==> src/source/spdr_pkg.sv <==
package spdr_pkg;

    localparam int MEM_WORDS = 256;
    localparam int MEM_ADDR_BITS = $clog2(MEM_WORDS);

    localparam logic [7:0] CHAR_CR = 8'h0D;
    localparam logic [7:0] CHAR_LF = 8'h0A;

    localparam logic [2:0] RESET_SIZE = 3'd4;

    typedef logic [7:0] byte_t;
    typedef logic [3:0] nibble_t;
    typedef logic [31:0] word_t;
    typedef logic [3:0] lane_mask_t;
    typedef logic [2:0] size_t;
    typedef logic [3:0] digit_count_t;

    typedef enum logic [2:0] {
        OP_SET_ADDR,
        OP_SET_SIZE,
        OP_WRITE,
        OP_READ,
        OP_WRITE_GPO,
        OP_READ_GPI,
        OP_SHOW_ADDR
    } cmd_op_e;

    typedef enum logic [1:0] {
        DEC_IDLE,
        DEC_NUMBER,
        DEC_SIZE
    } decode_state_e;

    typedef enum logic [1:0] {
        EXE_IDLE,
        EXE_WRITE_WAIT,
        EXE_READ_WAIT
    } execute_state_e;

    typedef enum logic [1:0] {
        RPL_IDLE,
        RPL_DIGITS,
        RPL_CR,
        RPL_LF
    } reply_state_e;

    typedef struct packed {
        cmd_op_e op;
        word_t value;
        byte_t size_char;
    } cmd_t;

    typedef struct packed {
        logic wr;
        lane_mask_t mask;
        word_t addr;
        word_t wdata;
    } bus_req_t;

    typedef struct packed {
        word_t rdata;
    } bus_rsp_t;

    // Zero digits sends only CR LF
    typedef struct packed {
        word_t data;
        digit_count_t digits;
    } reply_t;

endpackage

==> src/source/spdr_bus_execute.sv <==
`timescale 1ns/10ps

module spdr_bus_execute
(
    input  logic               clk,
    input  logic               rst,
    input  logic               cmd_valid,
    input  spdr_pkg::cmd_t     cmd,
    input  spdr_pkg::word_t    gpi,
    output spdr_pkg::word_t    gpo,
    output logic               gpo_strobe,
    output logic               gpi_strobe,
    output logic               req_valid,
    output spdr_pkg::bus_req_t req,
    input  logic               rsp_valid,
    input  spdr_pkg::bus_rsp_t rsp,
    output logic               reply_valid,
    output spdr_pkg::reply_t   reply
);

    spdr_pkg::execute_state_e state;
    spdr_pkg::word_t addr;
    spdr_pkg::size_t size;
    spdr_pkg::size_t size_sel;
    spdr_pkg::lane_mask_t lane_mask;
    spdr_pkg::word_t wdata_lanes;
    spdr_pkg::word_t rdata_lane;
    spdr_pkg::digit_count_t read_digits;
    logic accept;

    assign accept = cmd_valid && (state == spdr_pkg::EXE_IDLE);

    always_comb
    begin
        case (cmd.size_char)
            "b": size_sel = 3'd1;
            "h": size_sel = 3'd2;
            "w": size_sel = 3'd4;
            default: size_sel = 3'd0;
        endcase
    end

    // Lane steering from size and low address bits
    always_comb
    begin
        case (size)
            3'd1:
            begin
                lane_mask = 4'b0001 << addr[1:0];
                wdata_lanes = {4{cmd.value[7:0]}};
                rdata_lane = {24'd0, rsp.rdata[{addr[1:0], 3'b000} +: 8]};
                read_digits = 4'd2;
            end
            3'd2:
            begin
                lane_mask = addr[1] ? 4'b1100 : 4'b0011;
                wdata_lanes = {2{cmd.value[15:0]}};
                rdata_lane = {16'd0, rsp.rdata[{addr[1], 4'b0000} +: 16]};
                read_digits = 4'd4;
            end
            3'd4:
            begin
                lane_mask = 4'b1111;
                wdata_lanes = cmd.value;
                rdata_lane = rsp.rdata;
                read_digits = 4'd8;
            end
            default:
            begin
                // Size 0 accesses the whole word but shows the low byte
                lane_mask = 4'b1111;
                wdata_lanes = cmd.value;
                rdata_lane = rsp.rdata;
                read_digits = 4'd2;
            end
        endcase
    end

    always_ff @(posedge clk or posedge rst)
    begin
        if (rst)
        begin
            state <= spdr_pkg::EXE_IDLE;
            addr <= '0;
            size <= spdr_pkg::RESET_SIZE;
            gpo <= '0;
            gpo_strobe <= 1'b0;
            gpi_strobe <= 1'b0;
            req_valid <= 1'b0;
            reply_valid <= 1'b0;
        end
        else
        begin
            gpo_strobe <= 1'b0;
            gpi_strobe <= 1'b0;
            req_valid <= 1'b0;
            reply_valid <= 1'b0;
            case (state)
                spdr_pkg::EXE_IDLE:
                begin
                    if (cmd_valid)
                    begin
                        case (cmd.op)
                            spdr_pkg::OP_SET_ADDR:
                                addr <= cmd.value;
                            spdr_pkg::OP_SET_SIZE:
                                size <= size_sel;
                            spdr_pkg::OP_WRITE:
                                state <= spdr_pkg::EXE_WRITE_WAIT;
                            spdr_pkg::OP_READ:
                                state <= spdr_pkg::EXE_READ_WAIT;
                            spdr_pkg::OP_WRITE_GPO:
                            begin
                                gpo <= cmd.value;
                                gpo_strobe <= 1'b1;
                            end
                            spdr_pkg::OP_READ_GPI:
                                gpi_strobe <= 1'b1;
                            default:
                                state <= spdr_pkg::EXE_IDLE;
                        endcase
                        if (cmd.op == spdr_pkg::OP_WRITE || cmd.op == spdr_pkg::OP_READ)
                            req_valid <= 1'b1;
                        else
                            reply_valid <= 1'b1;
                    end
                end
                spdr_pkg::EXE_WRITE_WAIT, spdr_pkg::EXE_READ_WAIT:
                begin
                    if (rsp_valid)
                    begin
                        addr <= addr + spdr_pkg::word_t'(size);
                        reply_valid <= 1'b1;
                        state <= spdr_pkg::EXE_IDLE;
                    end
                end
                default:
                    state <= spdr_pkg::EXE_IDLE;
            endcase
        end
    end

    always_ff @(posedge clk)
    begin
        if (accept)
        begin
            req.wr <= (cmd.op == spdr_pkg::OP_WRITE);
            req.mask <= lane_mask;
            req.addr <= addr;
            req.wdata <= wdata_lanes;
            reply.data <= (cmd.op == spdr_pkg::OP_READ_GPI) ? gpi : addr;
            if (cmd.op == spdr_pkg::OP_READ_GPI || cmd.op == spdr_pkg::OP_SHOW_ADDR)
                reply.digits <= 4'd8;
            else
                reply.digits <= 4'd0;
        end
        else if (state == spdr_pkg::EXE_READ_WAIT && rsp_valid)
        begin
            reply.data <= rdata_lane;
            reply.digits <= read_digits;
        end
    end

endmodule

==> config.mk <==
export PLATFORM = sky130hd
export DESIGN_NAME = spdr_bus_execute
export DESIGN_NICKNAME = d
export VERILOG_FILES = /design/src/source/spdr_pkg.sv /design/src/source/spdr_bus_execute.sv
export SDC_FILE = /design/constraint.sdc
export NUM_CORES = 1
export LEC_CHECK = 0
export BUFFER_PORTS_ARGS = -buffer_cell sky130_fd_sc_hd__buf_4
export CORE_ASPECT_RATIO = 0.9
export CORE_MARGIN = 2
export CORE_UTILIZATION = 52
export DETAILED_ROUTE_END_ITERATION = 8
export PLACE_DENSITY = 0.9
export SLEW_MARGIN = 20
export SYNTH_ARGS = -nofsm -noshare
export SYNTH_HDL_FRONTEND = slang
export SYNTH_SLANG_ARGS = --single-unit
==> constraint.sdc <==
create_clock -name clk -period 5.1 [get_ports clk]
set_input_delay 0 -clock clk [delete_from_list [all_inputs] [get_ports clk]]
set_output_delay 0 -clock clk [all_outputs]
set_load 0.1 [all_outputs]
== Yosys cells after proc, flatten, opt, wreduce, memory -nomap -nowiden ==
Cells that the tools add are included.

* Reductions and logical operators: 14
* Div/mod/pow operators: 0
* Add/sub/neg operators: 1
* Order comparisons: 0
* Bitwise operators: 0
* Equality and inequality tests: 18
* Shift operators: 3
* Mux-type cells: 31
* Multipliers: 0

{| class="wikitable"
|+ Operator list
! operator !! number
|-
| case mux 32 bit (2 select lines) || 3
|-
| two-way mux 32 bit || 4
|-
| two-way mux 36 bit || 2
|-
| adder 32 x 3 -> 32 bit || 1
|-
| indexed part select 32 x 6 -> 16 bit || 1
|-
| indexed part select 32 x 6 -> 8 bit || 1
|-
| == test 8 x 7 -> 1 bit, second input constant || 3
|-
| case mux 4 bit (2 select lines) || 2
|-
| == test 3 bit, second input constant || 4
|-
| two-way mux 1 bit || 12
|-
| == test 3 x 2 -> 1 bit, second input constant || 3
|-
| case mux 3 bit (3 select lines) || 1
|-
| AND reduction 3 bit || 3
|-
| two-way mux 4 bit || 2
|-
| == test 3 x 1 -> 1 bit, second input constant || 2
|-
| inequality test 2 bit, second input constant || 3
|-
| case mux 2 bit (3 select lines) || 1
|-
| two-way mux 2 bit || 2
|-
| case mux 2 bit (2 select lines) || 1
|-
| AND reduction 4 bit || 1
|-
| nonzero test 2 bit || 2
|-
| OR reduction 4 bit || 1
|-
| left shift 1 x 2 -> 4 bit, first input constant || 1
|-
| zero test 3 bit || 1
|-
| other kinds (8) || 10
|}

* ROM bits: 0
* Register bits after elaboration: 178
* RAM bits: 0
* Memories: 0
* Input port bits: 111
* Word-level logic and storage cells: 81
* Latch bits: 0
* Output and inout port bits: 141

== Depth between registers and ports, before layout ==
* Depth in word-level cells: 5
* Depth in mapped cells: 9
* Gate-level depth less buffers: 7

== Worst setup path after synthesis ==
No wires, ideal clock.

* Kind: flip-flop to flip-flop
* Start: register state[0]
* End: register reply[13] (netlist name), data pin
* Slack: 1.514 ns
* Required time: 4.721 ns
* Path buffers: 1
* Clock period less this slack: 3.586 ns
* Stages on the path, launching flop included: 7
* Library setup time: 0.379 ns
* Arrival time: 3.207 ns
* Cell sequence: dfrtp_1 -> inv_1 -> ha_1 -> nand2_1 -> inv_1 -> clkbuf_1 -> a31oi_1

* Cells in the longest elaborated chain, start to end: 3

{| class="wikitable"
|+ RTL lines
! what !! RTL line !! source
|-
| start: declaration || spdr_bus_execute.sv:21 || <nowiki>spdr_pkg::execute_state_e state;</nowiki>
|-
| start signal: assignment || spdr_bus_execute.sv:83 || <nowiki>state <= spdr_pkg::EXE_IDLE;</nowiki>
|-
| start signal: assignment || spdr_bus_execute.sv:109 || <nowiki>state <= spdr_pkg::EXE_WRITE_WAIT;</nowiki>
|-
| start signal: assignment || spdr_bus_execute.sv:111 || <nowiki>state <= spdr_pkg::EXE_READ_WAIT;</nowiki>
|-
| zero test 2 bit || spdr_bus_execute.sv:31 || <nowiki>assign accept = cmd_valid && (state == spdr_pkg::EXE_IDLE);</nowiki>
|-
| logical AND 1 bit || spdr_bus_execute.sv:31 ||
|-
| via accept || spdr_bus_execute.sv:29 || <nowiki>logic accept;</nowiki>
|-
| two-way mux 36 bit || spdr_bus_execute.sv:145 || <nowiki>if (accept)</nowiki>
|-
| end: declaration || spdr_bus_execute.sv:18 || <nowiki>output spdr_pkg::reply_t reply</nowiki>
|}

The timed path passes the listed nets, and every way through them passes these cells.
A chain may end at the register's enable or synchronous reset.

== Worst setup path in the final report ==
* Start: register state[0]
* End: register reply[14] (netlist name), data pin

* Cells in the longest elaborated chain, start to end: 3

{| class="wikitable"
|+ RTL lines
! what !! RTL line
|-
| zero test 2 bit || spdr_bus_execute.sv:31
|-
| logical AND 1 bit || spdr_bus_execute.sv:31
|-
| two-way mux 36 bit || spdr_bus_execute.sv:145
|}

No other way between the ends.

==> impl_metrics.toml <==
[critical_path]
r2r_start = "state[0]"
cp_num_buf_inv = 5
slowest_stage = "clkinv_2"
crit_type = "reg2reg"
cp_slowest_stage_delay_ps = 680
startpoint_type = "flip-flop"
path_delay_family = "buffers and inverters"
cp-startpoint = "state[0]"
cp-end-kind = "flip-flop"
crit_arrival_ps = 4030
crit_chain = "inv_1, ha_2, nand2_1, buf_4, clkinv_2, a221oi_1, dlygate4sd3_1, a31oi_1, dlygate4sd3_1"
crit_path_max_fanout = 41
required_ps = 5290
crit_top_cell = "dlygate4sd3_1"

[global_route]
grt_pass1_vias = 8040
grt_first_pass_wirelength_um = 45700
grt_max_degree = 77
antenna_found_initial = 0
gr-total-overflow = 0
track_usage = 0.343

[clock_network]
post-cts-setup-buffer-count = 0
clkTransAtPathRegs_ps = 70
worstSkewPairLatency_ps = 450
post_cts_resized = 0
cts_buffers = 17
htreeDepth = 4
clock_sinks = 177
tritoncts = "done"
clockBufferDepth = 2
cts_root_buf = "clkbuf_16"

[route]
ant_nets = 0
routedWlPerCell_um = 23.7
drt_iter0_drc = 1108
firstDrtPassIters = 8
vias = 7972
viasPerCell = 6.32
route.detailed.drc = 0
finalWirelength_um = 29900

[synthesis]
ys_types = 69
synth_adder_area_share = 0.0112
synth_compound_area_frac = 0.128
synthTopCellsByArea = "edfxtp_1, dfrtp_1, mux2_2"
yosys_most_used_dff = "edfxtp_1"
syn-instance-count = 715
synth-xor-area-share = 0.00309
synth_top_family_by_area = "simple AND/OR/NAND/NOR gates"
synth.avg_cell_area_um2 = 11.9
syn_nets = 833
async_reset_ff_frac = 0.412
yosys.area_share.simple = 0.140
yosysSeqAreaShare = 0.583
synthMuxAreaShare = 0.0991
synth.most_common_cell = "nand2_1"
ys_ff_latch = 177
synth_edf_count = 104
syn_area_mm2 = 0.00850
yosys-top-cells-count = "nand2_1, edfxtp_1, dfrtp_1"
yosys.area.top_type_share = 0.368
synth_top_area_cell = "edfxtp_1"
ys_warn_count = 0

[floorplanning]
fp.dieW_um = 139
rows = 44
die_area_mm2 = 0.0174
start_util = 0.529
core_mm2 = 0.0161
ios = 252
die_h_um = 125

[timing]
timing_worst_slew_pin_value_ps = 1010
slew_violations = 0
tns_ps = 0
rsz0062_at_grt = "false"
skew_ps = 12.6
fin_crit_sh = 0.753
hold_viol_final = 0
period_needed_ps = 3840
slew_headroom = 0.323
fmax_mhz = 260
finalSetupViolCount = 0

[final_layout]
final_nets = 1160
post-route-util = 0.747
drive_above_1_share = 0.349
final_area_mm2 = 0.0120
num_antenna_cells = 0
num-fill-cells = 984
regArea_mm2 = 0.00495
multi_input_area_mm2 = 0.00326
area_growth_pct = 41.4

[place]
hpwl_um = 18500
gp_congestion = 0.878
dpl_cell_area_mm2 = 0.0105
io_buffers = 250

[run_status]
status = "finished, final reports clean"

[job]
maxCapViolations = 0

[hold_path]
min_from = "gpi[25]"
hold_path_class = "in2reg"
[stage by stage]
step | worst slack, ps | instances | hold slack, ps
after detailed placement | 1950 | 1133 | 213
after global placement | 2090 | 1133 | 209
final | 1260 | 1262 | 2.24
after global routing | 1060 | 1262 | 6.93
after CTS | 1360 | 1262 | 3.31
after floorplan | 1510 | 715 | 98.9
[area by class of cell]
class | instances | share of cell area
clock buffer | 17 | 0.0354
clock inverter | 15 | 0.0112
inverter | 15 | 0.00489
multi-input combinational | 473 | 0.271
timing repair buffer | 358 | 0.244
sequential | 177 | 0.412
tap | 207 | 0.0216
[registers in the layout, indices dropped and copies added, names as in the netlist]
name / cells
addr: 32
req: 69
size: 3
state: 2
reply: 35
reply_valid: 1
gpi_strobe: 1
gpo: 32
gpo_strobe: 1
req_valid: 1
[what timing repair did]
| action | CTS | global route |
|---|---|---|
| hold buffers | 97 | 0 |
| endpoints found under the hold margin | 195 | 0 |
| setup endpoints to repair | 0 | 0 |
[tightest hold or removal path: cells and delay by family]
kind                   cells  cell delay (ps)
AOI/OAI and AO/OA          1              190
buffers and inverters      1               80
muxes                      1               60
[worst paths after layout]
check	end	slack [ps]	depth (start not counted)
worst max-delay path	reply[14]	1260	9
worst min-delay path	reply[29]	2	3
worst max register to register	reply[14]	1260	9
worst min register to register	gpo[10]	510	1
max in group asynchronous	addr[4]	4040	4
min in group asynchronous	gpo_strobe	420	4
[cell usage in the layout (no fill, tap or decap), drive strengths merged, types with 9 or more instances in the layout]
cell type / Yosys / layout
buf: 24 / 261
a22oi: 10 / 10
o22ai: 14 / 14
edfxtp: 104 / 104
inv: 15 / 16
nor3: 9 / 9
nand4: 9 / 9
clkinv: 0 / 11
mux2i: 20 / 20
a21oi: 35 / 35
mux2: 41 / 41
nand3: 36 / 36
dlygate4sd3: 0 / 97
nand2: 107 / 107
dfrtp: 72 / 72
nor2: 26 / 26
o21ai: 44 / 44
clkbuf: 26 / 17
[cells by family (layout without fill, tap and decap cells)]
group,after synthesis,in the layout
compound gates,164,164
buf+inv,65,405
simple gates,229,229
flops,177,177
other cells,1,1
fa+ha+maj,7,7
xor+xnor,3,3
mux,69,69
[routing by layer]
layer,vias up,track usage,wire [um]
li1,3362,-,-
met1,3818,0.418,10800
met2,655,0.558,14400
met3,137,0.0957,3090
met4,0,0.187,1620
met5,-,0,0
Power is left out: the tool's default activity adds up to more than one toggle a clock period on the data nets, which glitch-free logic cannot reach.
