<file path="src/source/spdr_pkg.sv">
package spdr_pkg;

    localparam int MEM_WORDS = 256;
    localparam int MEM_ADDR_BITS = $clog2(MEM_WORDS);

    localparam logic [7:0] CHAR_CR = 8'h0D;
    localparam logic [7:0] CHAR_LF = 8'h0A;

    localparam logic [2:0] RESET_SIZE = 3'd4;

    typedef logic [7:0] byte_t;
    typedef logic [3:0] nibble_t;
    typedef logic [31:0] word_t;
    typedef logic [3:0] lane_mask_t;
    typedef logic [2:0] size_t;
    typedef logic [3:0] digit_count_t;

    typedef enum logic [2:0] {
        OP_SET_ADDR,
        OP_SET_SIZE,
        OP_WRITE,
        OP_READ,
        OP_WRITE_GPO,
        OP_READ_GPI,
        OP_SHOW_ADDR
    } cmd_op_e;

    typedef enum logic [1:0] {
        DEC_IDLE,
        DEC_NUMBER,
        DEC_SIZE
    } decode_state_e;

    typedef enum logic [1:0] {
        EXE_IDLE,
        EXE_WRITE_WAIT,
        EXE_READ_WAIT
    } execute_state_e;

    typedef enum logic [1:0] {
        RPL_IDLE,
        RPL_DIGITS,
        RPL_CR,
        RPL_LF
    } reply_state_e;

    typedef struct packed {
        cmd_op_e op;
        word_t value;
        byte_t size_char;
    } cmd_t;

    typedef struct packed {
        logic wr;
        lane_mask_t mask;
        word_t addr;
        word_t wdata;
    } bus_req_t;

    typedef struct packed {
        word_t rdata;
    } bus_rsp_t;

    // Zero digits sends only CR LF
    typedef struct packed {
        word_t data;
        digit_count_t digits;
    } reply_t;

endpackage

</file>
<file path="src/source/spdr_reply_format.sv">
`timescale 1ns/10ps

module spdr_reply_format
(
    input  logic             clk,
    input  logic             rst,
    input  logic             echo_valid,
    input  spdr_pkg::byte_t  echo_byte,
    input  logic             reply_valid,
    input  spdr_pkg::reply_t reply,
    output logic             tx_valid,
    output spdr_pkg::byte_t  tx_byte
);

    spdr_pkg::reply_state_e state;
    spdr_pkg::word_t shift;
    spdr_pkg::digit_count_t count;
    logic [5:0] align_bits;
    spdr_pkg::byte_t digit_char;
    logic tx_next_valid;
    spdr_pkg::byte_t tx_next_byte;

    // Left-justify so the first digit sits in the top nibble
    assign align_bits = {4'd8 - reply.digits, 2'b00};

    always_comb
    begin
        if (shift[31:28] < 4'd10)
            digit_char = "0" + {4'd0, shift[31:28]};
        else
            digit_char = "A" + {4'd0, shift[31:28]} - 8'd10;
    end

    always_comb
    begin
        case (state)
            spdr_pkg::RPL_DIGITS:
            begin
                tx_next_valid = 1'b1;
                tx_next_byte = digit_char;
            end
            spdr_pkg::RPL_CR:
            begin
                tx_next_valid = 1'b1;
                tx_next_byte = spdr_pkg::CHAR_CR;
            end
            spdr_pkg::RPL_LF:
            begin
                tx_next_valid = 1'b1;
                tx_next_byte = spdr_pkg::CHAR_LF;
            end
            default:
            begin
                tx_next_valid = echo_valid;
                tx_next_byte = echo_byte;
            end
        endcase
    end

    always_ff @(posedge clk or posedge rst)
    begin
        if (rst)
        begin
            state <= spdr_pkg::RPL_IDLE;
            count <= '0;
            tx_valid <= 1'b0;
        end
        else
        begin
            tx_valid <= tx_next_valid;
            case (state)
                spdr_pkg::RPL_IDLE:
                begin
                    if (reply_valid)
                    begin
                        count <= reply.digits;
                        if (reply.digits == '0)
                            state <= spdr_pkg::RPL_CR;
                        else
                            state <= spdr_pkg::RPL_DIGITS;
                    end
                end
                spdr_pkg::RPL_DIGITS:
                begin
                    count <= count - 4'd1;
                    if (count == 4'd1)
                        state <= spdr_pkg::RPL_CR;
                end
                spdr_pkg::RPL_CR:
                    state <= spdr_pkg::RPL_LF;
                default:
                    state <= spdr_pkg::RPL_IDLE;
            endcase
        end
    end

    always_ff @(posedge clk)
    begin
        tx_byte <= tx_next_byte;
        if (state == spdr_pkg::RPL_IDLE && reply_valid)
            shift <= reply.data << align_bits;
        else if (state == spdr_pkg::RPL_DIGITS)
            shift <= {shift[27:0], 4'd0};
    end

endmodule

</file>
<file path="config.mk">
export PLATFORM = sky130hd
export DESIGN_NAME = spdr_reply_format
export DESIGN_NICKNAME = d
export VERILOG_FILES = /design/src/source/spdr_pkg.sv /design/src/source/spdr_reply_format.sv
export SDC_FILE = /design/constraint.sdc
export NUM_CORES = 1
export LEC_CHECK = 0
export BUFFER_PORTS_ARGS = -buffer_cell sky130_fd_sc_hd__buf_2
export CAP_MARGIN = 20
export CORE_UTILIZATION = 60
export CTS_CLUSTER_SIZE = 20
export DETAILED_ROUTE_END_ITERATION = 6
export PLACE_DENSITY = 0.9
export SKIP_LAST_GASP = 1
export SYNTH_ARGS = -nofsm -noshare
export SYNTH_HDL_FRONTEND = slang
export SYNTH_SLANG_ARGS = --single-unit
</file>
<file path="constraint.sdc">
create_clock -name clk -period 5.6 [get_ports clk]
set_input_delay 1.4 -clock clk [delete_from_list [all_inputs] [get_ports clk]]
set_output_delay 1.4 -clock clk [all_outputs]
set_load 0.01 [all_outputs]
</file>
# [After elaboration in Yosys (flattened, before gate mapping)]
# Index checks and enable logic that the tools add are counted.
[op_classes] n_addsub=5 n_lt_le_gt_ge=1 n_eq_ne=6 n_shift=1 mux=11 n_reduce_logical=8
[ops] op="32-bit two-way mux" count=2
[ops] op="32-bit by 6-bit << shifter with 32-bit output" count=1
[ops] op="8-bit one-hot mux with 3 select lines" count=1
[ops] op="7-bit by 4-bit adder with 8-bit output (first input constant)" count=1
[ops] op="8-bit two-way mux" count=1
[ops] op="4-bit one-hot mux with 2 select lines" count=1
[ops] op="8-bit by 4-bit subtractor with 8-bit output (second input constant)" count=1
[ops] op="6-bit by 4-bit adder with 7-bit output (first input constant)" count=1
[ops] op="2-bit two-way mux" count=3
[ops] op="2-bit one-hot mux with 3 select lines" count=1
[ops] op="2-bit equality test (second input constant)" count=2
[ops] op="4-bit by 1-bit equality test with 1-bit output (second input constant)" count=1
[ops] op="4-bit zero test" count=1
[ops] op="4-bit < comparator (second input constant)" count=1
[ops] op="4-bit two-way mux" count=1
[ops] op="2-bit != test (second input constant)" count=2
[ops] op="2-bit AND reduction" count=2
[ops] op="2-bit nonzero test" count=2
[ops] op="4-bit by 1-bit subtractor with 4-bit output (second input constant)" count=1
[ops] op="4-bit subtractor (first input constant)" count=1
[ops] op="3-bit OR reduction" count=1
[ops] op="2-bit by 1-bit equality test with 1-bit output (second input constant)" count=1
[ops] op="2-bit zero test" count=1
[ops] op="1-bit logical AND" count=1
[ops] op="1-bit two-way mux" count=1
[totals] regBits=47 out_inout_bits=9

# [Longest topological paths before layout]
# Gate-level depths: netlist of the first run.
[logic_depth] word_depth=4 depth_mapped=10

# [Least setup slack after synthesis of the first run]
# OpenSTA, ideal clock, no wires.
[synth_path] path_kind="input -> register" startpoint="input port reply[0] (netlist name)" endpoint="register shift[24] (data pin)" setup_ns=0.145 t_arrival_ns=3.098 setup_slack_ns=2.357 stages=9 path_buffers=4 path_cell_list="buf_6 > inv_2 > clkbuf_8 > ha_1 > buf_4 > buf_4 > mux2i_1 > mux4_2 > o21ai_1"
[synth_between] elab_chain_cells=3
[synth_rtl] element="from (decl)" line="spdr_reply_format.sv:10" source="input spdr_pkg::reply_t reply,"
[synth_rtl] element="4-bit subtractor" line="spdr_reply_format.sv:24" source="assign align_bits = {4'd8 - reply.digits, 2'b00};"
[synth_rtl] element="32-bit by 6-bit << shifter with 32-bit output" line="spdr_reply_format.sv:101" source="shift <= reply.data << align_bits;"
[synth_rtl] element="32-bit two-way mux" line="spdr_reply_format.sv:100" source="if (state == spdr_pkg::RPL_IDLE && reply_valid)"
[synth_rtl] element="to (signal assigned)" line="spdr_reply_format.sv:101"
[synth_rtl] element="to (signal assigned)" line="spdr_reply_format.sv:103" source="shift <= {shift[27:0], 4'd0};"
[synth_rtl] element="to (decl)" line="spdr_reply_format.sv:16" source="spdr_pkg::word_t shift;"
# No other way between the ends.
# A chain may end at the register's enable or synchronous reset.

# [Worst setup path after layout of the first run]
[layout_path] startpoint="input port reply[0] (netlist name)" endpoint="register shift[30] (data pin)"
# The elaborated chain is that of the path after synthesis.

==> flow_results.org, run 1 <==
** Run status
- Run status :: completed

** Timing
- Setup repair after global routing left no endpoint under its margin.
- The worst pin sits at a relative slew slack of 34.3%.
- Hold timing on the final database bottoms out at a slack of ~0.54 ns.
- Final number of hold-violating endpoints :: 0
- Period utilisation layout :: 75.7%
- Setup violations remaining at the end of the flow were counted as 0.
- Largest clock skew in the final design :: about 0.0083 ns
- In the post-route analysis, the smallest setup slack over all paths is 1.36 ns.
- Static timing analysis puts the maximum clock frequency at 236 MHz.
- Final Max Slew Viols :: 0
- Slew at the pin closest to its max-slew limit :: a little under 1 ns
- In the final timing run, aggregate negative setup slack is 0 ns.
- Min Clock Period, post-route :: 4.24 ns

** Drt
- For this run, design rule violations remaining after detail routing come to 0.
- Wires add up to ~6300 microns.
- Post-detailed-route wirelength per cell :: 15.2 microns
- Number of iterations in the first detailed-routing pass :: 4
- For this block, the initial DRC count from the detailed router was 113.
- In this run the remaining antenna-violating nets after routing total 0.
- Vias per Instance :: between 5 and 6
- Total number of vias :: approximately 2400

** CTS
- Worst skew pair latency :: 0.30 ns
- Number of hold buffers added after CTS :: 0
- Number of H-tree levels :: 2
- The clock drives 47 sinks.
- Post-cts repair resize count :: 0
- The tree is rooted in a sky130_fd_sc_hd__clkbuf_8.
- Clock buffer depth :: 2
- TritonCTS built the clock tree.
- Total clock buffers created by CTS :: 5
- Clock-pin slew reported for the worst setup and hold paths after clock tree synthesis :: about 0.08 ns
- Number of buffers inserted to repair setup after CTS :: 0

** Logic synthesis
- Counting flops with a built-in enable in the synthesized netlist gives 32.
- Count of cell types in the netlist :: 47
- The synthesized netlist occupies a cell area of 0.00301 sq mm.
- Per-instance average area after synthesis :: between 10 and 15 sq um
- Count of state elements after synthesis :: 47
- Counting every net in the synthesized netlist gives about 350.
- Yosys printed 0 warnings.
- Async set-reset flop share out of synthesis :: roughly 15%
- Synthesis produced a netlist whose cell count is just under 300.
- Top_reg_cell synth :: sky130_fd_sc_hd__edfxtp_1
- After synthesis, flip-flops and latches occupy between 40% and 50% of the total area.

** Global routing
- The total overflow left after global routing is 0.
- Entering global routing, the biggest net connects 33 pins.
- Antenna violations before repair :: 0
- Combined global-route utilization of all metal layers :: between 20% and 30%
- The first global-routing pass estimated approximately 10000 microns of wire.
- Via count of the first global-routing pass :: roughly 2300

** Worst setup path
- The critical path contains buffers and inverters numbering 3 combined.
- Classification of the worst setup path :: input port to flop
- The worst setup path is captured at a flop.
- The cell family contributing the most delay on the critical path is buffers and inverters.
- Traced cell by cell, the critical path runs through buf_2 > inv_2 > ha_1 > buf_4 > mux2i_1 > mux4_2 > o21ai_1.
- In this design, the stage delay of the slowest critical-path cell is 1.03 ns.
- Maximum fanout count along the critical path :: 29
- Data required time of the critical path :: about 5.7 ns
- CP Launch Type :: input port
- For this design, the slowest cell found on the critical path is sky130_fd_sc_hd__ha_1.
- Endpoint arrival time on the critical path :: 4.29 ns

** Cells and area
- Cells with a size suffix above 1 make up about a quarter of the layout.
- Share of the core filled with cells :: 70.4%
- Count of filler cells inserted in the layout :: between 300 and 400
- Count of inserted antenna diode cells :: 0
- The net count of the finished layout is 403.
- The area growth from synthesis to layout is 11.9%.
- Commonest non-fill, non-tap cells in the layout :: sky130_fd_sc_hd__nand2_1 (60), sky130_fd_sc_hd__buf_2 (56), sky130_fd_sc_hd__edfxtp_1 (32)
- The library cell used most frequently in the layout, excluding fill and tap cells, is sky130_fd_sc_hd__nand2_1.

** Placement
- Count of port buffers added during placement :: 56
- At the end of routability-driven placement, the weighted congestion stood at 0.895.
- Once detailed placement completed, the half-perimeter wirelength came to between 4000 and 5000 microns.
- Worst setup slack before clock tree synthesis :: between 1 and 1.5 ns

** Worst hold path
- Class of the worst hold path :: flop to flop

** Die
- Die area :: approximately 0.0053 sq mm
- Starting density of the core :: 62.9%
- After floorplanning, the core was sized to cover around 0.0048 sq mm.
- I/O pin total :: 57
- Measured along the y axis, the die boundary spans ~73 microns.
- From left edge to right edge, the die measures roughly 73 microns.
- After floorplanning, the core was divided into 25 placement rows.

** Pwr
- Maximum vdd drop :: approximately 270 uV
- For this design the static power due to leakage is 1.49 nW.
- In this run the power density over the cells is around 450 mW/mm^2.

** Run
- Maximum Capacitance Violations :: 0
worst paths after layout:
check,slack [ns],depth (start not counted),endpoint,start
setup / recovery,1.36,7,shift[30],reply[0]
max in group asynchronous,4.39,2,state[1],rst
hold reg to reg,0.54,2,shift[28],shift[24]
hold / removal,0.54,2,shift[28],shift[24]
min in group asynchronous,1.01,2,count[1],rst
setup reg to reg,3.05,5,shift[30],state[1]
cell families after synthesis:
kind of cell | count (synthesis) | share of synthesized area, %
adder cells (fa/ha/maj) | 10 | 4.16
XOR/XNOR | 3 | 0.873
multiplexers | 36 | 15.3
AND/OR/NAND/NOR | 101 | 16.5
buffers and inverters | 28 | 5.32
AO/OA/AOI/OAI | 71 | 14.8
flip-flops | 47 | 43.1
metal layers:
metal  vias up  GRT usage, %  share of wire, %
li1       1197             -                 -
met1      1164          32.6                44
met2        70          43.3                51
met3         5          4.83               4.5
met4         0          8.28              0.77
met5         -             0                 0
registers in the layout (all words and copies together) (netlist names):
signal	count
shift	32
state	2
tx_byte	8
tx_valid	1
count	4
final cells by class:
| cell class | count | area [sq um] | area share, % |
|---|---|---|---|
| multi-input cells | 221 | 1550 | 46.1 |
| flip-flops and latches | 47 | 1300 | 38.5 |
| repair buffers | 59 | 303 | 8.99 |
| clock buffers | 7 | 86.3 | 2.56 |
| well taps | 67 | 83.8 | 2.49 |
| inverters | 11 | 41.3 | 1.23 |
| clock inverters | 1 | 5.00 | 0.149 |
power breakdown:
part	internal, mW	switching [mW]
combinational	0.259	0.364
clock	0.0997	0.111
sequential	0.613	0.0781
synth_stat cells, types with 3 or more instances:
cell / instances / area share (%)
sky130_fd_sc_hd__inv_1: 10 / 1.2
sky130_fd_sc_hd__dfxtp_1: 8 / 5.3
sky130_fd_sc_hd__dfrtp_1: 7 / 5.8
sky130_fd_sc_hd__a21oi_1: 7 / 1.2
sky130_fd_sc_hd__nor3_1: 6 / 1.0
sky130_fd_sc_hd__nand2b_1: 8 / 1.7
sky130_fd_sc_hd__mux2i_1: 28 / 9.3
sky130_fd_sc_hd__and3_1: 8 / 1.7
sky130_fd_sc_hd__mux4_2: 8 / 6.0
sky130_fd_sc_hd__ha_1: 10 / 4.2
sky130_fd_sc_hd__a31oi_1: 9 / 1.9
sky130_fd_sc_hd__o21ai_0: 13 / 2.2
sky130_fd_sc_hd__buf_6: 3 / 1.1
sky130_fd_sc_hd__a22o_1: 6 / 1.7
sky130_fd_sc_hd__o22ai_1: 4 / 0.83
sky130_fd_sc_hd__clkbuf_1: 5 / 0.62
sky130_fd_sc_hd__edfxtp_1: 32 / 32
sky130_fd_sc_hd__o21ai_1: 20 / 3.3
sky130_fd_sc_hd__buf_4: 5 / 1.2
sky130_fd_sc_hd__nand3_1: 5 / 0.83
sky130_fd_sc_hd__nand2_1: 60 / 7.5
per-stage QoR:
stage | instances | instance area [sq um] | total power [mW]
global route | 413 | 3370 | 1.64
global placement | 405 | 3280 | 1.28
finish | 413 | 3370 | 1.52
floorplan | 296 | 3010 | 1.16
CTS | 413 | 3370 | 1.53
detailed placement | 405 | 3280 | 1.32
worst reg2reg max path: cells and delay by family, from the launching register on:
kind	cells	cell delay, ns
buffers and inverters	2	0.55
adder cells (fa/ha/maj)	1	0.32
AND/OR/NAND/NOR	2	0.87
flip-flops	1	0.45
(Power assumes the default switching activity.)
==> inputs of run 2 (changes only) <==
Settings changed: CORE_UTILIZATION 60 to 56, PLACE_DENSITY 0.9 to 0.86.
Clock period 5.6 ns to 4.4 ns, I/O delays scaled along.
==> run 2 against run 1 <==
  * First-iteration DRC count increased by 65%
  * Power increased by 29%
  * Count of clock-buffer cells in the layout increased by 1
  * Non-clock buffer count increased by 1
  * Routed wire length increased by 3.7%
  * Via count increased by 1.6%
  * Final cell count increased by 0.97%
  * Sequential cell count unchanged
  * Largest cell class unchanged
  * Largest power group unchanged
  * Highest routed layer unchanged
==> flow_results.org, run 2 (synthesized netlist as in run 1, its figures left out) <==
** Worst setup path
- Maximum fanout count along the critical path :: 35
- Data on the critical path is required at its endpoint by ~4.5 ns.
- Traced cell by cell, the critical path runs through buf_2 > inv_2 > ha_1 > buf_4 > mux2i_1 > mux4_2 > o21ai_1.
- Kind of capture point of the worst setup path :: flop
- The worst setup path is launched from an input port.
- Worst reg2reg setup slack :: approximately 2.3 ns
- Endpoint arrival time on the critical path :: around 3.6 ns
- On the worst path, the slowest cell contributes a delay of slightly below 0.5 ns.
- Classification of the worst setup path :: input port to flop
- The endpoint identified for the worst register-to-register timing path is shift[4].
- Timing startpoint of the critical path :: reply[0]
- The cell family contributing the most delay on the critical path is buffers and inverters.
- For the worst flop-to-flop path, the logic depth is 6.
- Together, buffers and inverters on the worst path number 3.
- Launching point of the worst reg2reg path :: state[0]
- Max stage delay cell, worst path :: sky130_fd_sc_hd__mux2i_1

** Timing
- For the pin with the worst max-slew slack, the measured transition is 0.634 ns.
- Setup violations remaining at the end of the flow were counted as 0.
- Headroom to the max-slew limit came out at 57.5%.
- The final number of max-transition violations was 0.
- Largest clock skew in the final design :: between 0.007 and 0.008 ns
- The count of endpoints failing hold in the final timing report was 0.
- Final TNS setup :: 0 ns
- In the post-route analysis, the smallest setup slack over all paths is just under 0.9 ns.
- Setup repair after global routing left no endpoint under its margin.
- Min Clock Period, post-route :: around 3.5 ns
- Period utilisation layout :: between 70% and 80%
- Based on the critical path, the design can be clocked at up to around 280 MHz.

** CTS
- TritonCTS clock tree :: built
- The clock passes through at most 2 buffers.
- For the worst-skew pair, the clock arrives at the later sink with an insertion delay of around 0.3 ns.
- CTS built an H-tree with a depth of 2.
- Number of buffers inserted to repair setup after CTS :: 0
- Clock-pin slew was measured on the worst setup and hold paths at 0.08 ns.
- Clock net sink count :: 47
- The cell sitting at the root of the clock tree is a sky130_fd_sc_hd__clkbuf_8.
- Buffers inserted to repair hold after CTS numbered 0.
- Counting the buffers created by CTS gives 5.
- Post-cts repair resize count :: 0

** Global routing
- Global routing used 24.9% of the available tracks.
- Via count of the first global-routing pass :: approximately 2200
- The first global-routing pass estimated 10600 microns of wire.
- The initial antenna violation count was 0.
- Total congestion overflow :: 0
- Pin count of the biggest net entering global routing :: 36

** Cells and area
- Count of inserted antenna diode cells :: 0
- Final layout net count :: 404
- Register with the most flip-flops :: shift
- The register with the most flip-flops in the layout has 32 of them.
- From synthesis to final layout, the design area changed by 12.6%.
- The library cell used most frequently in the layout, excluding fill and tap cells, is sky130_fd_sc_hd__nand2_1.
- Fraction of final layout cells sized beyond drive strength 1 :: around a quarter
- In the layout the commonest cells are sky130_fd_sc_hd__nand2_1 (60), sky130_fd_sc_hd__buf_2 (56), sky130_fd_sc_hd__edfxtp_1 (32).
- The largest registers in the layout are shift: 32 flops, tx_byte: 8 flops, count: 4 flops.

** Placement
- At the end of routability-driven placement, the weighted congestion stood at between 0.8 and 0.9.
- Buffers placed on the I/O ports in this run total 56.
- At the placement stage, the worst setup path has a slack of approximately 0.65 ns.
- HPWL after detailed placement :: around 4600 microns

** Die
- I/O pin total :: 57
- The initialized floorplan defines 26 standard-cell rows.
- For this configuration, the core starts out at a cell density of roughly 60%.
- The die covers between 0.005 and 0.006 sq mm.
- Core area :: roughly 0.005 sq mm
- The die is around 75 microns tall.
- Floorplan die width :: 75.3 microns

** Pwr
- Power per unit of standard cell area :: between 500 and 600 mW/mm^2
- Maximum vdd drop :: about 280 uV
- Summed over all cells, the static leakage comes to 1.49 nW.

** Drt
- The routed design has 6490 microns of wire.
- DRC viols :: 0
- Total number of vias :: ~2500
- In this run, the number of DRC markers left after iteration 0 of detailed routing was roughly 190.
- Vias per Instance :: 5.93
- Post-route antenna net violation count :: 0
- Post-detailed-route wirelength per cell :: 15.6 microns
- The first TritonRoute pass finished after 4 iterations.

** Worst hold path
- Hold-critical path endpoint :: shift[5]
- The min-delay analysis places its worst path in the category flop to flop.
- Worst hold path cell count :: 2
- Startpoint of the tightest hold check path :: shift[1]

** Run
- Across the run, the number of max-cap violations was 0.

** Run status
- Run status :: completed
==> run 2: per-layer routing <==
metal	routed length, microns	part of all wire (%)	GRT usage [%]	up-vias
met2	3200	49	42.1	105
met3	435	6.7	4.50	9
met1	2790	43	33.6	1172
met5	0	0	0	-
met4	63	0.97	5.76	0
li1	-	-	-	1188
==> run 2: final cells by class <==
type                    count  area [sq um]
multi-input cells         221          1550
clock buffers               8           101
fillers                   410          1750
flip-flops and latches     47          1300
inverters                  11          41.3
repair buffers             60           310
well taps                  70          87.6
==> run 2: worst max path at each step <==
stage	end	slack (ns)	cells after the start
floorplan	shift[24]	1.46	9
global placement	shift[26]	0.72	7
detailed placement	shift[24]	0.65	7
CTS	shift[24]	0.96	7
global route	shift[15]	0.74	7
finish	shift[24]	0.88	7
==> run 2: through the flow <==
| stage | total power [mW] | area, sq um | utilization [%] | cells | hold WS, ns |
|---|---|---|---|---|---|
| after floorplan | 1.48 | 3010 | - | 296 | 0.503 |
| after global placement | 1.65 | 3290 | 64.0 | 409 | 0.509 |
| after detailed placement | 1.69 | 3290 | 64.0 | 409 | 0.518 |
| after CTS | 1.98 | 3390 | 65.9 | 417 | 0.538 |
| after global routing | 2.13 | 3390 | 65.9 | 417 | 0.564 |
| final | 1.97 | 3390 | 65.9 | 417 | 0.537 |
==> run 2: report_power, final <==
part	total, mW	internal (mW)	switching [mW]
sequential	0.885	0.781	0.105
combinational	0.801	0.331	0.470
clock	0.289	0.147	0.141
total	1.97	1.26	0.716
==> run 2: tightest hold or removal path: cells and delay by family (launching register included) <==
family | cells | cell delay, ns
AOI/OAI and AO/OA | 1 | 0.06
DFF | 1 | 0.33
and+or+nand+nor | 1 | 0.04
