## src/source/spdr_pkg.sv

```systemverilog
package spdr_pkg;

    localparam int MEM_WORDS = 256;
    localparam int MEM_ADDR_BITS = $clog2(MEM_WORDS);

    localparam logic [7:0] CHAR_CR = 8'h0D;
    localparam logic [7:0] CHAR_LF = 8'h0A;

    localparam logic [2:0] RESET_SIZE = 3'd4;

    typedef logic [7:0] byte_t;
    typedef logic [3:0] nibble_t;
    typedef logic [31:0] word_t;
    typedef logic [3:0] lane_mask_t;
    typedef logic [2:0] size_t;
    typedef logic [3:0] digit_count_t;

    typedef enum logic [2:0] {
        OP_SET_ADDR,
        OP_SET_SIZE,
        OP_WRITE,
        OP_READ,
        OP_WRITE_GPO,
        OP_READ_GPI,
        OP_SHOW_ADDR
    } cmd_op_e;

    typedef enum logic [1:0] {
        DEC_IDLE,
        DEC_NUMBER,
        DEC_SIZE
    } decode_state_e;

    typedef enum logic [1:0] {
        EXE_IDLE,
        EXE_WRITE_WAIT,
        EXE_READ_WAIT
    } execute_state_e;

    typedef enum logic [1:0] {
        RPL_IDLE,
        RPL_DIGITS,
        RPL_CR,
        RPL_LF
    } reply_state_e;

    typedef struct packed {
        cmd_op_e op;
        word_t value;
        byte_t size_char;
    } cmd_t;

    typedef struct packed {
        logic wr;
        lane_mask_t mask;
        word_t addr;
        word_t wdata;
    } bus_req_t;

    typedef struct packed {
        word_t rdata;
    } bus_rsp_t;

    // Zero digits sends only CR LF
    typedef struct packed {
        word_t data;
        digit_count_t digits;
    } reply_t;

endpackage

```

## src/source/spdr_cmd_decode.sv

```systemverilog
`timescale 1ns/10ps

module spdr_cmd_decode
(
    input  logic            clk,
    input  logic            rst,
    input  logic            rx_valid,
    input  spdr_pkg::byte_t rx_byte,
    output logic            cmd_valid,
    output spdr_pkg::cmd_t  cmd,
    output logic            echo_valid,
    output spdr_pkg::byte_t echo_byte
);

    spdr_pkg::decode_state_e state;
    spdr_pkg::decode_state_e next_state;
    spdr_pkg::cmd_op_e pend_op;
    spdr_pkg::cmd_op_e next_op;
    spdr_pkg::word_t acc;
    spdr_pkg::nibble_t rx_nibble;
    logic rx_is_hex;
    logic do_echo;
    logic do_issue;

    // Hex digit in either case
    always_comb
    begin
        rx_is_hex = 1'b1;
        rx_nibble = '0;
        if (rx_byte >= "0" && rx_byte <= "9")
            rx_nibble = spdr_pkg::nibble_t'(rx_byte - "0");
        else if (rx_byte >= "A" && rx_byte <= "F")
            rx_nibble = spdr_pkg::nibble_t'(rx_byte - "A" + 8'd10);
        else if (rx_byte >= "a" && rx_byte <= "f")
            rx_nibble = spdr_pkg::nibble_t'(rx_byte - "a" + 8'd10);
        else
            rx_is_hex = 1'b0;
    end

    always_comb
    begin
        next_state = state;
        next_op = pend_op;
        do_echo = 1'b0;
        do_issue = 1'b0;
        if (rx_valid)
        begin
            case (state)
                spdr_pkg::DEC_IDLE:
                begin
                    do_echo = 1'b1;
                    case (rx_byte)
                        "@":
                        begin
                            next_op = spdr_pkg::OP_SET_ADDR;
                            next_state = spdr_pkg::DEC_NUMBER;
                        end
                        "#":
                        begin
                            next_op = spdr_pkg::OP_SET_SIZE;
                            next_state = spdr_pkg::DEC_SIZE;
                        end
                        "=":
                        begin
                            next_op = spdr_pkg::OP_WRITE;
                            next_state = spdr_pkg::DEC_NUMBER;
                        end
                        "%":
                        begin
                            next_op = spdr_pkg::OP_WRITE_GPO;
                            next_state = spdr_pkg::DEC_NUMBER;
                        end
                        "?":
                        begin
                            next_op = spdr_pkg::OP_READ;
                            do_issue = 1'b1;
                        end
                        "/":
                        begin
                            next_op = spdr_pkg::OP_READ_GPI;
                            do_issue = 1'b1;
                        end
                        "!":
                        begin
                            next_op = spdr_pkg::OP_SHOW_ADDR;
                            do_issue = 1'b1;
                        end
                        default:
                            do_echo = 1'b0;
                    endcase
                end
                spdr_pkg::DEC_NUMBER:
                begin
                    // First non-hex ends the number and is swallowed
                    if (rx_is_hex)
                        do_echo = 1'b1;
                    else
                    begin
                        do_issue = 1'b1;
                        next_state = spdr_pkg::DEC_IDLE;
                    end
                end
                spdr_pkg::DEC_SIZE:
                begin
                    do_echo = 1'b1;
                    do_issue = 1'b1;
                    next_state = spdr_pkg::DEC_IDLE;
                end
                default:
                    next_state = spdr_pkg::DEC_IDLE;
            endcase
        end
    end

    always_ff @(posedge clk or posedge rst)
    begin
        if (rst)
        begin
            state <= spdr_pkg::DEC_IDLE;
            pend_op <= spdr_pkg::OP_SET_ADDR;
            cmd_valid <= 1'b0;
            echo_valid <= 1'b0;
        end
        else
        begin
            state <= next_state;
            pend_op <= next_op;
            cmd_valid <= do_issue;
            echo_valid <= do_echo;
        end
    end

    always_ff @(posedge clk)
    begin
        if (do_issue)
        begin
            cmd.op <= next_op;
            cmd.value <= acc;
            cmd.size_char <= rx_byte;
        end
        if (do_echo)
            echo_byte <= rx_byte;
        // Only the last eight digits survive
        if (rx_valid)
        begin
            if (rx_is_hex)
                acc <= {acc[27:0], rx_nibble};
            else if (state == spdr_pkg::DEC_IDLE)
                acc <= '0;
        end
    end

endmodule

```

## config.mk

```make
export PLATFORM = sky130hd
export DESIGN_NAME = spdr_cmd_decode
export DESIGN_NICKNAME = d
export VERILOG_FILES = /design/src/source/spdr_pkg.sv /design/src/source/spdr_cmd_decode.sv
export SDC_FILE = /design/constraint.sdc
export NUM_CORES = 1
export LEC_CHECK = 0
export ABC_AREA = 1
export BUFFER_PORTS_ARGS = -buffer_cell sky130_fd_sc_hd__buf_2
export CAP_MARGIN = 15
export CORE_MARGIN = 2
export CORE_UTILIZATION = 35
export DETAILED_ROUTE_END_ITERATION = 16
export PLACE_DENSITY = 0.53
export SYNTH_ARGS = -nofsm -noshare
export SYNTH_HDL_FRONTEND = slang
export SYNTH_SLANG_ARGS = --single-unit
```

## constraint.sdc

```tcl
create_clock -name clk -period 10.5 [get_ports clk]
set_clock_uncertainty 0.15 [all_clocks]
set_input_delay 2.1 -clock clk [delete_from_list [all_inputs] [get_ports clk]]
set_output_delay 2.1 -clock clk [all_outputs]
set_load 0.1 [all_outputs]
```

**Word level (Yosys, flattened, before mapping)**

Index checks and enable logic that the tools add are counted.

- $add $sub $neg: 5
- Magnitude comparators: 6
- Equal/unequal tests: 11
- Muxes and demuxes: 22
- Reductions and logical operators: 10

Operators by type and width:

| cell | number |
|---|---|
| 32-bit 2-to-1 mux | 2 |
| 8-bit by 6-bit == test with 1-bit output (second input constant) | 6 |
| 3-bit one-hot mux with 7 select lines | 1 |
| 8-bit by 7-bit greater-or-equal comparator with 1-bit output (second input constant) | 2 |
| 8-bit by 7-bit <= comparator with 1-bit output (second input constant) | 2 |
| 4-bit 2-to-1 mux | 3 |
| 4-bit by 1-bit subtractor with 4-bit output (second input constant) | 3 |
| 1-bit 2-to-1 mux | 9 |
| 4-bit adder (second input constant) | 2 |
| 8-bit by 7-bit == test with 1-bit output (second input constant) | 1 |
| 8-bit by 6-bit greater-or-equal comparator with 1-bit output (second input constant) | 1 |
| 8-bit by 6-bit <= comparator with 1-bit output (second input constant) | 1 |
| 2-bit one-hot mux with 2 select lines | 2 |
| 7-bit OR reduction | 1 |
| 3-bit 2-to-1 mux | 2 |
| 1-bit one-hot mux with 3 select lines | 2 |
| 3-bit OR reduction | 2 |
| 1-bit logical AND | 3 |
| 3-bit by 2-bit inequality test with 1-bit output (second input constant) | 1 |
| 3-bit AND reduction | 1 |
| 2-bit by 1-bit == test with 1-bit output (second input constant) | 1 |
| 2-bit == test (second input constant) | 1 |
| 2-bit zero test | 1 |
| 2-bit 2-to-1 mux | 1 |
| 3 further kinds | 3 |

- Register bits: 90
- Output and inout port bits: 53
- Word-level logic and storage cells: 63

**Longest topological paths before layout**

Gate-level depths: netlist of the first run.

- Depth after elaboration: 8
- Mapped depth: 12
- Gate-level depth less buffers: 12

**Worst setup path after synthesis of the first run**

No wires, ideal clock.

- Path kind: input to register
- Start: input port rx_byte[1]
- End: register cmd[0] (netlist bit) (enable)
- Data arrival time: 4.915 ns
- Path slack: 4.976 ns
- Buffers on the path: 0
- Setup time: 0.459 ns
- Cell stages on the path: 8
- Required time: 9.891 ns
- Path through: inv_1 > ha_1 > inv_1 > nor3_1 > nand2_1 > nand2_1 > o31ai_1 > a21oi_1

- Longest elaborated chain between the ends: 8

RTL lines:

| item | RTL line | text |
|---|---|---|
| start: declaration | spdr_cmd_decode.sv:8 | `input spdr_pkg::byte_t rx_byte,` |
| 8-bit by 7-bit greater-or-equal comparator with 1-bit output or 8-bit by 7-bit <= comparator with 1-bit output (tied branches) | spdr_cmd_decode.sv:34 | `else if (rx_byte >= "a" && rx_byte <= "f")` |
| 1-bit logical AND | spdr_cmd_decode.sv:34 |  |
| 1-bit 2-to-1 mux | spdr_cmd_decode.sv:34 |  |
| 1-bit 2-to-1 mux | spdr_cmd_decode.sv:32 | `else if (rx_byte >= "A" && rx_byte <= "F")` |
| 1-bit 2-to-1 mux | spdr_cmd_decode.sv:30 | `if (rx_byte >= "0" && rx_byte <= "9")` |
| 1-bit 2-to-1 mux | spdr_cmd_decode.sv:95 | `if (rx_is_hex)` |
| 1-bit one-hot mux with 3 select lines (*) | spdr_cmd_decode.sv:48 | `case (state)` |
| 1-bit 2-to-1 mux (*) | spdr_cmd_decode.sv:46 | `if (rx_valid)` |
| via do_issue | spdr_cmd_decode.sv:23 | `logic do_issue;` |
| end: declaration | spdr_cmd_decode.sv:10 | `output spdr_pkg::cmd_t cmd,` |

The timed path passes the listed nets; every way through them passes the cells marked *.
A chain may end at the register's enable or synchronous reset.

**Final worst setup path of the first run**

- Start: input port rx_byte[1]
- End: register echo_byte[2] (enable)

- Longest elaborated chain between the ends: 8

RTL lines:

| item | RTL line | text |
|---|---|---|
| 8-bit by 7-bit greater-or-equal comparator with 1-bit output or 8-bit by 7-bit <= comparator with 1-bit output (tied branches) | spdr_cmd_decode.sv:34 |  |
| 1-bit logical AND | spdr_cmd_decode.sv:34 |  |
| 1-bit 2-to-1 mux | spdr_cmd_decode.sv:34 |  |
| 1-bit 2-to-1 mux | spdr_cmd_decode.sv:32 |  |
| 1-bit 2-to-1 mux | spdr_cmd_decode.sv:30 |  |
| 1-bit 2-to-1 mux | spdr_cmd_decode.sv:95 |  |
| 1-bit one-hot mux with 3 select lines (*) | spdr_cmd_decode.sv:48 |  |
| 1-bit 2-to-1 mux (*) | spdr_cmd_decode.sv:46 |  |
| via do_echo | spdr_cmd_decode.sv:22 | `logic do_echo;` |
| end signal: assignment | spdr_cmd_decode.sv:142 | `echo_byte <= rx_byte;` |
| end: declaration | spdr_cmd_decode.sv:12 | `output spdr_pkg::byte_t echo_byte` |

Marked as above.

==> metrics.md, run 1 <==
| Metric | Value |
|---|---|
| Finished Core Util | `42.7%` |
| CP Max Fanout | `9` |
| Syn-to-layout area delta | `17.9%` |
| Congestion Overflow GR | `0` |
| Setup crit end kind | `flip-flop` |
| Clk_lat worst skew | `~0.36 ns` |
| Antenna cell count | `0` |
| Count leader, synth | `edfxtp_1` |
| CP max stage delay | `between 0.7 and 0.8 ns` |
| CP Buf/Inv Count | `3` |
| Arr. time, crit path | `roughly 3.9 ns` |
| Fmax | `0.245 GHz` |
| CTS sink cnt | `90` |
| Sequential share of power | `52.1%` |
| CP top delay family | `simple AND/OR/NAND/NOR gates` |
| R2r setup slk | `~8.3 ns` |
| Final slew viol count | `0` |
| I/O Pins | `64` |
| Die width | `105 um` |
| Yosys reg bits | `90` |
| PD cells | `207 nW/um^2` |
| Placed cell areas | `approximately 4000 sq um` |
| Main flop type after synthesis | `edfxtp_1` |
| Drt pass-1 iters | `6` |
| Post-detailed-route wirelength per cell | `11.7 um` |
| Fin Hold WS | `0.276 ns` |
| Internal | `0.559 mW` |
| Post-synthesis instance total | `276` |
| Setup bufs post-CTS | `0` |
| CTS max path bufs | `2` |
| Crit path kind | `in2reg` |
| Initial core utilization | `36.2%` |
| Layout cells sized above 1 | `28.1%` |
| Largest net degree at the start of global routing | `34` |
| Via count | `2063` |
| DRT Wirelength | `roughly 5700 um` |
| Antenna-violating nets left | `0` |
| Synth Cell Area | `3570 sq um` |
| Post-synth EDFFs | `83` |
| Nets@finish | `around 360` |
| Placer congestion estimate | `~0.80` |
| Comb power frac | `between 20% and 30%` |
| Register area share after synthesis | `74.6%` |
| Core Region | `9860 sq um` |
| TritonCTS clock tree | `built` |
| RSZ-0062 raised after global routing | `false` |
| Vias per inst | `4.25` |
| Row cnt | `36` |
| CP Data Required Time | `10.33 ns` |
| Worst slew pin tran | `0.955 ns` |
| Top-area cell type share of the netlist area | `69.7%` |
| Non-Filler Cell Area, Final | `4210 sq um` |
| First-pass GRT wire length | `9560 um` |
| DP Worst Slack | `6.04 ns` |
| Inst Count DP | `roughly 470` |
| Most frequent cells after synthesis | `83 x edfxtp_1, 51 x inv_1, 40 x nand2_1, 40 x nor2_1, 12 x nand3_1` |
| Crit-path cells | `buf_2 > inv_1 > ha_1 > inv_1 > nor2_1 > nand2_1 > nand2_1 > nand2_2 > nand2_4 > nand2_1 > nand2_1 > nor2_1 > nor2_1` |
| # setup viols final | `0` |
| Post-CTS Resized | `0` |
| Slowest cell on crit path | `nor2_1` |
| Port bufs | `63` |
| Die ar. | `11000 sq um` |
| All-layer global routing usage | `11.1%` |
| Yosys Warn Count | `0` |
| Fin worst setup slack | `6.42 ns` |
| Crit-path most repeated cell | `nand2_1` |
| Unique masters post-synth | `23` |
| Fin crit share | `between 30% and 40%` |
| Crit path time final | `4.08 ns` |
| Synth async-reset ratio | `roughly 7.8%` |
| Reg clk slew, reported paths | `0.09 ns` |
| Startpoint types | `input port` |
| Cts bufs inserted | `9` |
| Final hold violations | `0` |
| Hold_buf cts | `0` |
| Number of H-tree levels | `3` |
| Die height | `105 um` |
| Sw Share | `approximately 36%` |
| Clk root buf | `clkbuf_8` |
| Synth area leader | `edfxtp_1` |
| Worst hold path type | `reg2reg` |
| Synth Net Count | `290` |
| Vias in the first global route | `2057` |
| Worst VDD drop | `between 0.06 and 0.07 mV` |
| Slew HR | `36.1%` |
| Largest cells by area after synthesis | `edfxtp_1 70%, inv_1 5.4%, dfrtp_1 4.9%` |
| Dpl hpwl | `3790 um` |
| Avg Cell Area, Syn | `12.9 sq um` |
| Drt drc | `0` |
| Final Power | `0.873 mW` |
| Static leakage power | `1.78 nW` |
| Status | `completed` |
| MaxCap Viol Count | `0` |
| Initial antenna violation count | `0` |
| Layout Cells excl Fill | `485` |
| Clock power frac | `25.8%` |
| Post-Route Setup TNS | `0 ns` |
| NetSw | `0.313 mW` |
| Initial drt markers | `40` |
final cells by class:
type	count	area (sq um)
Sequential cell	90	2670
Clock inverter	7	66.3
Timing Repair Buffer	65	330
Multi-Input combinational cell	128	659
Tap cell	133	166
Clock buffer	9	124
Fill cell	934	5650
Inverter	53	199
routing by layer:
layer	share of wire (%)	track usage (%)	vias to the layer above
met2	45	17.3	63
met1	46	13.8	944
li1	-	-	1044
met4	2.6	5.14	0
met5	0	0	-
met3	6.0	3.93	12
power by group through the flow:
stage / combinational [mW] / sequential [mW] / clock, mW
2_1_floorplan: 0.0477 / 0.578 / 0
3_3_place_gp: 0.194 / 0.463 / 0
3_5_place_dp: 0.195 / 0.464 / 0
4_1_cts: 0.196 / 0.455 / 0.236
5_1_grt: 0.206 / 0.460 / 0.250
6_report: 0.193 / 0.455 / 0.225
layout by cell type, fill, tap and decap left out, types with 2 or more instances in the layout:
cell	n
inv_2	2
dfrtp_1	7
inv_6	2
buf_2	63
clkbuf_8	9
a21oi_1	6
clkinv_4	3
nor2_1	40
nor2_2	2
nor2_4	10
nor3_1	2
ha_1	3
nand4_1	3
inv_8	2
o21ai_0	2
nand2_2	2
buf_4	2
inv_1	51
nand3_1	12
edfxtp_1	83
nand2_1	40
cells by family after synthesis:
| kind of cell | synth area share (%) |
|---|---|
| buf+inv | 7.21 |
| flops | 74.6 |
| compound gates | 1.61 |
| simple gates | 15.5 |
| fa+ha+maj | 1.05 |
sequential cells by signal, indices dropped and copies added (netlist names):
register / flops
acc: 32
cmd: 43
cmd_valid: 1
echo_byte: 8
echo_valid: 1
pend_op: 3
state: 2
final timing paths:
path | from | to | cells past startpoint
worst min register to register | acc[29]$_SDFFCE_PN0P_ | cmd[37]$_DFFE_PP_ | 0
worst max register to register | state[0]$_DFFE_PP0P_ | cmd[10]$_DFFE_PP_ | 5
max in group asynchronous | rst | state[1]$_DFFE_PP0P_ | 2
min in group asynchronous | rst | cmd_valid$_DFF_PP0_ | 2
worst min-delay path | acc[29]$_SDFFCE_PN0P_ | cmd[37]$_DFFE_PP_ | 0
worst max-delay path | rx_byte[1] | echo_byte[2]$_DFFE_PP_ | 13
Power figures use the tool's default switching activity.
==> run 2: changes to the inputs <==
PLACE_DENSITY = 0.55   (was 0.53)
clock period = 3.69 ns   (was 10.5 ns; I/O delays follow)
==> metrics.md, run 2 (same netlist as run 1, synthesis figures left out) <==
| Metric | Value |
|---|---|
| Clk_lat worst skew | `0.35 ns (about the same)` |
| Initial antenna violation count | `0 (unchanged)` |
| Initial drt markers | `57 (+43%)` |
| Startpoint types | `input port` |
| Worst VDD drop | `0.215 mV (+220%)` |
| Met1 Routed Length | `2650 um (+0.34%)` |
| Fin crit share | `between 60% and 70%` |
| Placer congestion estimate | `0.816 (+1.4%)` |
| CP Max Fanout | `44 (+35)` |
| Status | `completed` |
| Placed cell areas | `4030 sq um (+0.19%)` |
| DR top layer | `met4` |
| PD cells | `584 nW/um^2 (+180%)` |
| Static leakage power | `1.77 nW (-0.29%)` |
| Non-Filler Cell Area, Final | `4210 sq um (unchanged)` |
| Setup crit end kind | `flip-flop` |
| Die height | `105 um (unchanged)` |
| MaxCap Viol Count | `0 (unchanged)` |
| Met2 routed WL | `2630 um (+3.1%)` |
| Final Power | `2.46 mW (+180%)` |
| First-pass GRT wire length | `9490 um (-0.72%)` |
| DRT Wirelength | `5670 um (-0.18%)` |
| Final slew viol count | `0 (unchanged)` |
| TritonCTS clock tree | `built` |
| Clk root buf | `clkbuf_8` |
| RSZ-0062 raised after global routing | `false` |
| Cts bufs inserted | `9 (unchanged)` |
| Nets@finish | `362 (+0.28%)` |
| Via count | `2035 (-1.4%)` |
| Post-CTS Resized | `0 (unchanged)` |
| Finished Core Util | `42.7% (unchanged)` |
| Reg clk slew, reported paths | `0.09 ns (about the same)` |
| Fin worst setup slack | `1.21 ns (-5.21 ns)` |
| Largest net degree at the start of global routing | `45 (+32%)` |
| Setup bufs post-CTS | `0 (unchanged)` |
| Vias in the first global route | `1985 (-3.5%)` |
| Most common cell after layout, fill and taps aside | `edfxtp_1` |
| Die width | `105 um (unchanged)` |
| Fmax | `0.402 GHz` |
| CP Data Required Time | `3.53 ns (-6.80 ns)` |
| Worst slew pin tran | `0.779 ns (-0.177 ns)` |
| Antenna-violating nets left | `0 (unchanged)` |
| Sw Share | `35.5% (-0.39 points)` |
| Congestion Overflow GR | `0 (unchanged)` |
| Die ar. | `11000 sq um (unchanged)` |
| Worst hold path type | `in2async` |
| Arr. time, crit path | `2.33 ns (-1.58 ns)` |
| Most frequent cells in the layout | `83 x edfxtp_1, 63 x buf_2, 51 x inv_1` |
| Inst Count DP | `470 (+0.21%)` |
| Comb power frac | `22.4% (+0.3 points)` |
| CTS sink cnt | `90 (unchanged)` |
| Reg with most FFs | `cmd` |
| Crit path time final | `2.48 ns` |
| Drt drc | `0 (unchanged)` |
| CTS max path bufs | `2 (unchanged)` |
| All-layer global routing usage | `11.2% (+0.11 points)` |
| # setup viols final | `0 (unchanged)` |
| Final hold violations | `0 (unchanged)` |
| Antenna cell count | `0 (unchanged)` |
| DP Worst Slack | `0.843 ns (-5.19 ns)` |
| Initial core utilization | `36.2% (unchanged)` |
| Internal | `1.59 mW (+180%)` |
| Number of H-tree levels | `3 (unchanged)` |
| Port bufs | `63 (unchanged)` |
| Core Region | `9860 sq um (unchanged)` |
| Fin Hold WS | `0.154 ns (-0.122 ns)` |
| Max reg flops | `43 (unchanged)` |
| Dpl hpwl | `3750 um (-1.3%)` |
| Syn-to-layout area delta | `17.9% (unchanged)` |
| Slew HR | `48.0% (+12 points)` |
| Layout cells sized above 1 | `28.0% (-0.080 points)` |
| Met3 wire length | `320 um (-6.4%)` |
| Vias per inst | `4.19 (-1.6%)` |
| RR Startpoint | `state[0]$_DFFE_PP0P_` |
| Clock power frac | `25.0% (-0.8 points)` |
| I/O Pins | `64 (unchanged)` |
| Registers with the most flip-flops | `cmd (43), acc (32), echo_byte (8)` |
| Hold_buf cts | `0 (unchanged)` |
| Sequential share of power | `52.6% (+0.5 points)` |
| NetSw | `0.874 mW (+180%)` |
| Drt pass-1 iters | `4 (-2)` |
| Crit path kind | `in2reg` |
| Crit path from | `rx_byte[1]` |
| Layout Cells excl Fill | `486 (+0.21%)` |
| Row cnt | `36 (unchanged)` |
| Post-Route Setup TNS | `0 ns (unchanged)` |
| Post-detailed-route wirelength per cell | `11.7 um (-0.38%)` |
-- run 2: metal layers --
| metal | vias up | track usage (%) |
|---|---|---|
| met3 | 10 | 4.43 |
| met2 | 56 | 17.5 |
| met5 | - | 0 |
| li1 | 1038 | - |
| met1 | 931 | 13.9 |
| met4 | 0 | 4.48 |
-- run 2: critical path: stages --
cell and delay [ns]:
buf_2 0.13, inv_1 0.09, ha_1 0.16, inv_1 0.08, nor3_1 0.22, nand2_1 0.10
nand2_1 0.10, o31ai_1 0.10, a21oi_4 0.11, buf_4 0.49
-- run 2: power by group through the flow --
stage | Clock (mW) | Combinational, mW | Sequential (mW)
2_1_floorplan | 0 | 0.136 | 1.64
3_3_place_gp | 0 | 0.554 | 1.32
3_5_place_dp | 0 | 0.556 | 1.32
4_1_cts | 0.644 | 0.557 | 1.30
5_1_grt | 0.677 | 0.585 | 1.31
6_report | 0.614 | 0.551 | 1.29
-- run 2: area by class of cell --
cell class	count	area [sq um]
Sequential cell	90	2670
Fill cell	936	5650
Multi-Input combinational cell	128	659
Clock inverter	7	58.8
Inverter	53	199
Clock buffer	9	124
Timing Repair Buffer	66	338
Tap cell	133	166
-- run 2: final timing paths --
kind,to,slack (ns),cells after the start
worst max-delay path,cmd[4]$_DFFE_PP_,1.21,10
worst min-delay path,pend_op[2]$_DFF_PP0_,0.15,2
worst max register to register,cmd[4]$_DFFE_PP_,1.64,5
worst min register to register,cmd[38]$_DFFE_PP_,0.27,0
max in group asynchronous,pend_op[0]$_DFF_PP0_,3.01,2
min in group clk,cmd[38]$_DFFE_PP_,0.27,0
